File: config.mk
export PLATFORM = sky130hd
export DESIGN_NAME = umio_hsi_top
export DESIGN_NICKNAME = d
export VERILOG_FILES = /design/src/hdl/hsi_pkg.sv /design/src/hdl/umio_hsi_top.sv /design/src/hdl/hsi_slave.sv /design/src/hdl/hsi_master.sv /design/src/hdl/hsi_deserializer.sv /design/src/hdl/hsi_serializer.sv
export VERILOG_INCLUDE_DIRS = /design/src /design/src/include
export SDC_FILE = /design/constraint.sdc
export NUM_CORES = 1
export LEC_CHECK = 0
export ABC_AREA = 1
export ABC_CLOCK_PERIOD_IN_PS = 3600
export BUFFER_PORTS_ARGS = -buffer_cell sky130_fd_sc_hd__buf_2
export CORE_MARGIN = 1
export CORE_UTILIZATION = 55
export CTS_BUF_LIST = sky130_fd_sc_hd__clkbuf_4
export DETAILED_ROUTE_END_ITERATION = 8
export MAX_ROUTING_LAYER = met4
export PLACE_DENSITY = 0.69
export SETUP_SLACK_MARGIN = 0.3
export SLEW_MARGIN = 10
export SYNTH_ARGS = -nofsm -noshare
export SYNTH_HDL_FRONTEND = slang
export SYNTH_SLANG_ARGS = --single-unit
File: constraint.sdc
create_clock -name clk -period 3.6 [get_ports clk]
set_input_delay 0.72 -clock clk [delete_from_list [all_inputs] [get_ports clk]]
set_output_delay 0.72 -clock clk [all_outputs]
set_load 0.005 [all_outputs]
File: src/include/hsi_consts.svh
`ifndef HSI_CONSTS_SVH
`define HSI_CONSTS_SVH

// Clocks per serial bit on the com and dat lines
`define HSI_BIT_DIV 4

// Words returned for a FRAME command
`define HSI_FRAME_LEN 4

// Identifier answered to READ_ID
`define HSI_DEV_ID 16'hA55A

`endif
File: src/hdl/hsi_pkg.sv
`default_nettype none

package hsi_pkg;

	// Command opcodes, upper two bits of a command word
	typedef enum logic [1:0] {
		OP_READ_ID = 2'd0,
		OP_ECHO    = 2'd1,
		OP_FRAME   = 2'd2,
		OP_NOP     = 2'd3
	} hsi_op_t;

	// Command word sent on com
	typedef struct packed {
		hsi_op_t    op;
		logic [5:0] arg;
	} hsi_ccw_t;

	// Data word returned on dat
	typedef logic [15:0] hsi_data_t;

endpackage

`default_nettype wire

File: src/hdl/umio_hsi_top.sv
`timescale 1ns/1ps
`default_nettype none

module umio_hsi_top
	import hsi_pkg::*;
(
	input  logic      clk,
	input  logic      rst,
	input  hsi_ccw_t  ccw,
	input  logic      ccw_tx_en,
	output logic      ccw_tx_rdy,
	output hsi_data_t rd_data,
	output logic      rd_valid
);

	// Serial lines between the two ends
	logic com;
	logic dat;

	hsi_master hsi_mstr (
		.clk       (clk),
		.rst       (rst),
		.ccw_tx_en (ccw_tx_en),
		.ccw       (ccw),
		.ccw_tx_rdy(ccw_tx_rdy),
		.com       (com),
		.dat       (dat),
		.rd_data   (rd_data),
		.rd_valid  (rd_valid)
	);

	hsi_slave hsi_slv (
		.clk(clk),
		.rst(rst),
		.com(com),
		.dat(dat)
	);

endmodule

`default_nettype wire

File: src/hdl/hsi_slave.sv
`timescale 1ns/1ps
`default_nettype none

`include "hsi_consts.svh"

module hsi_slave
	import hsi_pkg::*;
(
	input  logic clk,
	input  logic rst,
	input  logic com,
	output logic dat
);

	localparam int IW = $clog2(`HSI_FRAME_LEN);

	localparam logic [IW-1:0] LAST_IDX = IW'(`HSI_FRAME_LEN - 1);

	typedef enum logic {
		ST_IDLE,
		ST_REPLY
	} state_t;

	state_t        state;
	hsi_ccw_t      cmd;
	logic          cmd_done;
	hsi_op_t       op_q;
	logic [5:0]    arg_q;
	logic [IW-1:0] word_idx;
	logic [7:0]    arg_byte;
	hsi_data_t     reply_word;
	logic          tx_idle;
	logic          tx_send;
	logic          last_word;
	logic          cmd_take;

	hsi_deserializer #(
		.payload_t(hsi_ccw_t)
	) com_des (
		.clk    (clk),
		.rst    (rst),
		.line   (com),
		.payload(cmd),
		.done   (cmd_done)
	);

	// New commands only once the previous reply has fully left the line
	assign cmd_take  = (state == ST_IDLE) && cmd_done && tx_idle;
	assign tx_send   = (state == ST_REPLY) && tx_idle;
	assign last_word = (op_q != OP_FRAME) || (word_idx == LAST_IDX);
	assign arg_byte  = {2'b00, arg_q};

	always_comb begin
		case (op_q)
			OP_READ_ID: reply_word = `HSI_DEV_ID;
			OP_ECHO:    reply_word = {arg_byte, ~arg_byte};
			OP_FRAME:   reply_word = {arg_byte, 8'(word_idx)};
			default:    reply_word = '0;
		endcase
	end

	always_ff @(posedge clk) begin
		if (rst) begin
			state    <= ST_IDLE;
			op_q     <= OP_NOP;
			word_idx <= '0;
		end else begin
			case (state)
				ST_IDLE: begin
					// NOP never leaves idle
					if (cmd_take && cmd.op != OP_NOP) begin
						state    <= ST_REPLY;
						op_q     <= cmd.op;
						word_idx <= '0;
					end
				end
				ST_REPLY: begin
					if (tx_send) begin
						if (last_word) begin
							state <= ST_IDLE;
						end else begin
							word_idx <= word_idx + 1'b1;
						end
					end
				end
				default: state <= ST_IDLE;
			endcase
		end
	end

	always_ff @(posedge clk) begin
		if (cmd_take) begin
			arg_q <= cmd.arg;
		end
	end

	hsi_serializer #(
		.payload_t(hsi_data_t)
	) dat_ser (
		.clk    (clk),
		.rst    (rst),
		.send   (tx_send),
		.payload(reply_word),
		.idle   (tx_idle),
		.line   (dat)
	);

endmodule

`default_nettype wire

File: src/hdl/hsi_master.sv
`timescale 1ns/1ps
`default_nettype none

module hsi_master
	import hsi_pkg::*;
(
	input  logic      clk,
	input  logic      rst,
	input  logic      ccw_tx_en,
	input  hsi_ccw_t  ccw,
	output logic      ccw_tx_rdy,
	output logic      com,
	input  logic      dat,
	output hsi_data_t rd_data,
	output logic      rd_valid
);

	hsi_ccw_t ccw_q;
	logic     pending;
	logic     tx_idle;
	logic     tx_send;
	logic     accept;

	// Busy as soon as a command is held, before the serializer starts
	assign ccw_tx_rdy = tx_idle && !pending;
	assign accept     = ccw_tx_en && ccw_tx_rdy;
	assign tx_send    = pending && tx_idle;

	always_ff @(posedge clk) begin
		if (rst) begin
			pending <= 1'b0;
		end else if (accept) begin
			pending <= 1'b1;
		end else if (tx_send) begin
			pending <= 1'b0;
		end
	end

	always_ff @(posedge clk) begin
		if (accept) begin
			ccw_q <= ccw;
		end
	end

	hsi_serializer #(
		.payload_t(hsi_ccw_t)
	) ccw_ser (
		.clk    (clk),
		.rst    (rst),
		.send   (tx_send),
		.payload(ccw_q),
		.idle   (tx_idle),
		.line   (com)
	);

	// Reply words go straight out
	hsi_deserializer #(
		.payload_t(hsi_data_t)
	) dat_des (
		.clk    (clk),
		.rst    (rst),
		.line   (dat),
		.payload(rd_data),
		.done   (rd_valid)
	);

endmodule

`default_nettype wire

File: src/hdl/hsi_deserializer.sv
`timescale 1ns/1ps
`default_nettype none

`include "hsi_consts.svh"

module hsi_deserializer #(
	parameter type payload_t = logic [7:0]
) (
	input  logic     clk,
	input  logic     rst,
	input  logic     line,
	output payload_t payload,
	output logic     done
);

	localparam int W   = $bits(payload_t);
	localparam int DIV = `HSI_BIT_DIV;
	localparam int DW  = $clog2(DIV + 1);
	localparam int BW  = $clog2(W + 2);

	localparam logic [DW-1:0] DIV_LAST = DW'(DIV - 1);
	localparam logic [DW-1:0] DIV_MID  = DW'(DIV / 2);
	localparam logic [BW-1:0] STOP_IDX = BW'(W + 1);

	logic [1:0]    sync;
	logic          line_prev;
	logic          busy;
	logic [DW-1:0] div_cnt;
	logic [BW-1:0] bit_cnt;
	logic [W-1:0]  shreg;
	logic          start_edge;
	logic          sample;

	// Falling edge of the synchronized line while waiting
	assign start_edge = !busy && line_prev && !sync[1];
	assign sample     = busy && (div_cnt == DIV_MID);

	// Register holds still from the last data bit until the next word
	assign payload = payload_t'(shreg);

	always_ff @(posedge clk) begin
		if (rst) begin
			sync      <= 2'b11;
			line_prev <= 1'b1;
		end else begin
			sync      <= {sync[0], line};
			line_prev <= sync[1];
		end
	end

	always_ff @(posedge clk) begin
		if (rst) begin
			busy    <= 1'b0;
			done    <= 1'b0;
			div_cnt <= '0;
			bit_cnt <= '0;
		end else begin
			done <= 1'b0;
			if (start_edge) begin
				// Edge cycle counts as offset 0 of the start bit
				busy    <= 1'b1;
				div_cnt <= DW'(1);
				bit_cnt <= '0;
			end else if (busy) begin
				div_cnt <= (div_cnt == DIV_LAST) ? '0 : div_cnt + 1'b1;
				if (sample) begin
					bit_cnt <= bit_cnt + 1'b1;
					if (bit_cnt == '0 && sync[1]) begin
						// Start bit gone high at mid-bit, treat as a glitch
						busy <= 1'b0;
					end else if (bit_cnt == STOP_IDX) begin
						busy <= 1'b0;
						done <= 1'b1;
					end
				end
			end
		end
	end

	always_ff @(posedge clk) begin
		if (sample && bit_cnt != '0 && bit_cnt != STOP_IDX) begin
			shreg <= {shreg[W-2:0], sync[1]};
		end
	end

endmodule

`default_nettype wire

File: src/hdl/hsi_serializer.sv
`timescale 1ns/1ps
`default_nettype none

`include "hsi_consts.svh"

module hsi_serializer #(
	parameter type payload_t = logic [7:0]
) (
	input  logic     clk,
	input  logic     rst,
	input  logic     send,
	input  payload_t payload,
	output logic     idle,
	output logic     line
);

	localparam int W   = $bits(payload_t);
	localparam int DIV = `HSI_BIT_DIV;
	localparam int DW  = $clog2(DIV + 1);
	localparam int BW  = $clog2(W + 2);

	localparam logic [DW-1:0] DIV_LAST = DW'(DIV - 1);
	localparam logic [BW-1:0] STOP_IDX = BW'(W + 1);

	logic          busy;
	logic [DW-1:0] div_cnt;
	// Index of the bit now on the line, start bit is 0
	logic [BW-1:0] bit_cnt;
	// Payload MSB first, stop bit in the LSB
	logic [W:0]    shreg;

	assign idle = ~busy;

	always_ff @(posedge clk) begin
		if (rst) begin
			busy    <= 1'b0;
			line    <= 1'b1;
			div_cnt <= '0;
			bit_cnt <= '0;
		end else if (!busy) begin
			if (send) begin
				// Start bit goes out on the next cycle
				busy    <= 1'b1;
				line    <= 1'b0;
				div_cnt <= '0;
				bit_cnt <= '0;
			end
		end else if (div_cnt == DIV_LAST) begin
			div_cnt <= '0;
			if (bit_cnt == STOP_IDX) begin
				// Stop bit done, back to idle high
				busy <= 1'b0;
				line <= 1'b1;
			end else begin
				line    <= shreg[W];
				bit_cnt <= bit_cnt + 1'b1;
			end
		end else begin
			div_cnt <= div_cnt + 1'b1;
		end
	end

	always_ff @(posedge clk) begin
		if (!busy && send) begin
			shreg <= {payload, 1'b1};
		end else if (busy && div_cnt == DIV_LAST) begin
			shreg <= {shreg[W-1:0], 1'b0};
		end
	end

endmodule

`default_nettype wire

==> After elaboration in Yosys (flattened, before gate mapping) <==
Index checks and enable logic that the tools add are counted.
{ "totals": {"input_bits": 11, "regBits": 114, "elab_cells": 193, "out_inout_bits": 18} }
{ "op_classes": {"bitwise": 8, "addsub": 9, "eq_ne": 24, "n_mux": 62, "reduce_logical": 55} }
{ "ops": {"columns": ["cell", "n"], "rows": [
  ["$pmux W16 S3", 1],
  ["$mux W1", 36],
  ["$mux W17", 2],
  ["$mux W3", 8],
  ["$logic_and A1 B1 Y1", 23],
  ["$mux W5", 4],
  ["$eq A3 B2 Y1 const B", 6],
  ["$mux W9", 2],
  ["$mux W4", 4],
  ["$ne A2 B2 Y1 const B", 7],
  ["$reduce_bool A2 Y1", 7],
  ["$add A3 B1 Y3 const B", 4],
  ["$add A5 B1 Y5 const B", 2],
  ["$eq A5 B5 Y1 const B", 2],
  ["$reduce_and A2 Y1", 5],
  ["$reduce_or A5 Y1", 2],
  ["$reduce_and A3 Y1", 3],
  ["$add A4 B1 Y4 const B", 2],
  ["$eq A4 B4 Y1 const B", 2],
  ["$not A6 Y8", 1],
  ["$logic_not A1 Y1", 7],
  ["$not A1 Y1", 7],
  ["$mux W2", 3],
  ["$logic_not A5 Y1", 1],
  ["14 further kinds", 17]
]} }

==> Longest topological paths before layout <==
{ "logic_depth": {"depth_word": 6, "depth_mapped": 9, "ltp_nobuf": 9} }

==> By module <==
Synthesis repeated with hierarchy kept, for this count alone.
{ "unflattened": {"cells_unflattened": 464, "hier_area_um2": 4892.2} }
{ "by_module_without_submodules": {"columns": ["mod", "cells_each", "seq_area_each_um2", "instances", "area_each_um2"], "rows": [
  ["hsi_serializer (hsi_slv.dat_ser)", 121, 700.7, 1, 1232.4],
  ["hsi_deserializer (hsi_mstr.dat_des)", 95, 740.7, 1, 1143.6],
  ["hsi_serializer (hsi_mstr.ccw_ser)", 82, 440.4, 1, 849.6],
  ["hsi_deserializer (hsi_slv.com_des)", 78, 480.5, 1, 800.8],
  ["hsi_slave", 70, 280.3, 1, 560.5],
  ["hsi_master", 18, 260.2, 1, 305.3]
]} }

==> Least setup slack after synthesis <==
Ideal clock, no wire load.
{ "synth_timing": {"path_type": "reg-to-reg", "start": "register hsi_mstr.dat_des.div_cnt[0]", "end": "register hsi_mstr.dat_des.shreg[0] (netlist: hsi_mstr.dat_des.payload[0]), enable pin", "t_arrival_ps": 1520, "setup_ps": 389, "path_slack_ps": 1692, "stages_incl_launch_ff": 7, "required_ps": 3211, "path_cell_list": "dfxtp_1 inv_1 ha_1 nand3_2 inv_1 nand2_1 nor2_1"} }
{ "synth_via": {"elab_chain_len": 4} }
{ "synth_rtl": {"columns": ["item", "line", "text"], "rows": [
  ["start, declared", "hsi_deserializer.sv:28", "logic [DW-1:0] div_cnt;"],
  ["start signal, assigned", "hsi_deserializer.sv:65", "div_cnt <= (div_cnt == DIV_LAST) ? '0 : div_cnt + 1'b1;"],
  ["$eq A3 B2 Y1", "hsi_deserializer.sv:36", "assign sample = busy && (div_cnt == DIV_MID);"],
  ["$logic_and A1 B1 Y1", "hsi_deserializer.sv:36", null],
  ["$logic_and A1 B1 Y1 (2 in a row)", "hsi_deserializer.sv:81", "if (sample && bit_cnt != '0 && bit_cnt != STOP_IDX) begin"],
  ["end signal, assigned", "hsi_deserializer.sv:82", "shreg <= {shreg[W-2:0], sync[1]};"],
  ["end, declared", "hsi_deserializer.sv:30", "logic [W-1:0] shreg;"]
]} }
Every way passes these cells.
A chain may end at the register's enable or synchronous reset.

==> Worst setup path after layout <==
{ "layout_timing": {"start": "register hsi_mstr.ccw_ser.busy", "end": "output port ccw_tx_rdy"} }
{ "layout_via": {"elab_chain_len": 2} }
{ "layout_rtl": {"columns": ["item", "line", "text"], "rows": [
  ["start, declared", "hsi_serializer.sv:25", "logic busy;"],
  ["start signal, assigned", "hsi_serializer.sv:36", "busy <= 1'b0;"],
  ["start signal, assigned", "hsi_serializer.sv:43", "busy <= 1'b1;"],
  ["start signal, assigned", "hsi_serializer.sv:52", "busy <= 1'b0;"],
  ["$not A1 Y1", "hsi_serializer.sv:32", "assign idle = ~busy;"],
  ["$logic_and A1 B1 Y1", "hsi_master.sv:25", "assign ccw_tx_rdy = tx_idle && !pending;"],
  ["end, declared", "umio_hsi_top.sv:11", "output logic ccw_tx_rdy,"]
]} }
Every way passes these cells.

==> results.sh <==
export IMPL_worstPathCellList="nor2_1 > buf_2"
export IMPL_grt_util_met1_pct=25.1
export IMPL_synth_top_area_share_pct=40.5
export IMPL_tns_ns=0
export IMPL_min_period_over_period_pct=56.3
export IMPL_antenna_found_initial=0
export IMPL_grtUsageMet2_pct=30.3
export IMPL_postSynthAreaPerCell_um2=10.4
export IMPL_preCtsSetupSlack_ns=1.30
export IMPL_clock_path_buffers=2
export IMPL_finalWorstSetupSlack_ns=1.57
export IMPL_n_antenna_cell=0
export IMPL_viasPerCell=5.13
export IMPL_port_buffers=28
export IMPL_syn_area_um2=4600
export IMPL_skew_ns=0.0119
export IMPL_grt_pass1_wl_mm=12.9
export IMPL_drt_iter0_markers=141
export IMPL_wl_per_cell_um=12.6
export IMPL_clk_pin_slew_worst_paths_ns=0.11
export IMPL_vias=3068
export IMPL_synth_distinct_cells=33
export IMPL_max_freq_mhz=493
export IMPL_hold_class="in2reg"
export IMPL_cap_violations=0
export IMPL_ant_nets=0
export IMPL_regToRegStartpoint="hsi_slv.dat_ser.div_cnt[0]"
export IMPL_insertion_delay_ns=0.49
export IMPL_path_max_fanout=6
export IMPL_grt_max_degree=24
export IMPL_cts_root_buf="clkbuf_4"
export IMPL_slowest_stage="dfxtp_1"
export IMPL_cp_slowest_stage_delay_ns=0.39
export IMPL_relSlewSlack_pct=51.1
export IMPL_final_common_cell="nand2_1"
export IMPL_worstPathRequired_ns=2.88
export IMPL_drc=0
export IMPL_detailed_place_hpwl_mm=5.17
export IMPL_cp_end_kind="primary output"
export IMPL_post_route_util_pct=65.2
export IMPL_finalHoldViolations=0
export IMPL_cts_buffers_inserted=17
export IMPL_path_class="reg2out"
export IMPL_multiInputGateArea_um2=1460
export IMPL_peakVddDrop_mv=0.435
export IMPL_postRouteWirelength_mm=7.53
export IMPL_cts_resized_gates=0
export IMPL_drv_slew=0
export IMPL_rr_worst_depth=5
export IMPL_fill_cells=639
export IMPL_tightest_slew_ns=0.733
export IMPL_critPathLaunch="hsi_mstr.ccw_ser.busy"
export IMPL_yosysTopAreaCell="edfxtp_1"
export IMPL_synth_area_leaders="edfxtp_1, dfxtp_1, nand2_1, ha_1, inv_1"
export IMPL_p_leak_nw=2.07
export IMPL_clock_sinks=114
export IMPL_outcome="finished, final reports clean"
export IMPL_finalSetupViolations=0
export IMPL_postCtsSetupBuffers=0
export IMPL_arrival_ns=1.31
export IMPL_first_global_vias=2910
export IMPL_fp_coreArea_um2=7930
export IMPL_yosysSeqAreaShare_pct=63.1
export IMPL_power_density_nw_per_um2=480
export IMPL_fin_nets=511
export IMPL_die_w_um=93.5
export IMPL_hold_buffers=0
export IMPL_yosys_warnings=0
export IMPL_mostFrequentLayoutCells="nand2_1, edfxtp_1, dfxtp_1"
export IMPL_place_gp_congestion=0.844
export IMPL_grt_overflow=0
export IMPL_synth_seq_cells=114
export IMPL_rsz0062_at_grt="no"
export IMPL_hold_depth=1
export IMPL_rows=32
export IMPL_track_usage_pct=20.1
export IMPL_start_kind="flop"
export IMPL_first_pass_iters=4
export IMPL_cts_htree_levels=4
export IMPL_synthToLayoutAreaGrowth_pct=12.4
export IMPL_drive_gt1_share_pct=16.9
export IMPL_grt_busiest_layer="met2"
export IMPL_synth_cells=442
export IMPL_period_minus_slack_ns=2.03
export IMPL_die_area_um2=8730
export IMPL_io_pins=29
export IMPL_cts_tree="built"
export IMPL_initial_core_util_pct=58.0
export IMPL_met3_usage_pct=5.85
export IMPL_die_y_um=93.5
export IMPL_synth_nets=470
export IMPL_final_seq_area_um2=2900
export IMPL_hold_start="ccw[7]"
## worst paths after layout
check / endpoint / slack [ns]
hold reg to reg: hsi_mstr.dat_des.sync[1] / 0.42
hold / removal: hsi_mstr.ccw_q[7] / 0.40
setup reg to reg: hsi_slv.dat_ser.shreg[3] / 1.66
setup / recovery: ccw_tx_rdy / 1.57
## where the power goes
group | internal (mW) | switching, mW | total [mW]
sequential | 1.38 | 0.00810 | 1.39
clock | 0.569 | 0.476 | 1.05
combinational | 0.0168 | 0.0340 | 0.0508
## Yosys cell counts
cell type   n
o211ai_1    4
nor2_8      1
edfxtp_1   62
nand2_1    89
nor3_1      7
ha_1       17
nor2_4      1
nor2_1     36
nand2_4     1
a22oi_1     1
nand2_2     4
buf_2       2
a22o_1      8
nand4_1     3
inv_1      50
a21o_1      2
o21ai_0    15
a211oi_1    5
nand3_1    28
clkinv_1    1
nand3_2     2
nor2_2      1
buf_1       2
clkinv_4    1
buf_4       1
a21oi_2     5
nand3b_1    1
xnor2_1     4
clkbuf_1    1
inv_2       3
or2_2       5
a21oi_1    27
dfxtp_1    52
## per-stage QoR
stage / total power, mW / cell area [µm²] / std cells / hold slack [ns]
after global placement: 1.47 / 4840 / 566 / 0.394
after floorplan: 1.45 / 4600 / 442 / 0.389
after CTS: 2.51 / 5170 / 598 / 0.356
after detailed placement: 1.47 / 4840 / 566 / 0.395
after global routing: 2.57 / 5170 / 598 / 0.342
final: 2.48 / 5170 / 598 / 0.399
## sequential cells by signal, summed over array words and instances, names as in the netlist, 2 cells and up
signal	count
hsi_slv.com_des.div_cnt	3
hsi_mstr.dat_des.div_cnt	3
hsi_mstr.dat_des.sync	2
hsi_slv.com_des.payload	8
hsi_mstr.ccw_ser.bit_cnt	4
hsi_slv.op_q	2
hsi_slv.dat_ser.bit_cnt	5
hsi_slv.dat_ser.shreg	17
hsi_slv.arg_q	6
hsi_slv.com_des.bit_cnt	4
hsi_slv.com_des.sync	2
hsi_mstr.dat_des.payload	16
hsi_slv.dat_ser.div_cnt	3
hsi_mstr.dat_des.bit_cnt	5
hsi_mstr.ccw_ser.shreg	9
hsi_mstr.ccw_q	8
hsi_slv.word_idx	2
hsi_mstr.ccw_ser.div_cnt	3
## layout make-up
class                           count  share of cell area [%]
Clock buffer                       19                    2.76
Clock inverter                     13                    3.58
Inverter                           55                    4.09
Multi-Input combinational cell    267                    28.2
Sequential cell                   114                    56.1
Tap cell                          102                    2.47
Timing Repair Buffer               28                    2.71
## cell families after synthesis
group                      after synthesis  synth area share [%]
AOI/OAI and AO/OA                       67                  9.00
xor gates and xnor gates                 4                 0.761
adders and majority gates               17                  4.62
buffers and inverters                   61                  5.22
DFF                                    114                  63.1
and+or+nand+nor                        179                  17.3
## worst max-delay path, delay by kind of cell (launching register included)
kind | cells | cell delay (ns)
and+or+nand+nor | 1 | 0.26
buffers and inverters | 1 | 0.17
DFF | 1 | 0.39
## layer usage
metal	share of wire, %	vias to the layer above
met2	46	61
met5	0	-
met3	4.1	12
li1	-	1577
met1	48	1418
met4	1.7	0
Power figures use the tool's default switching activity.
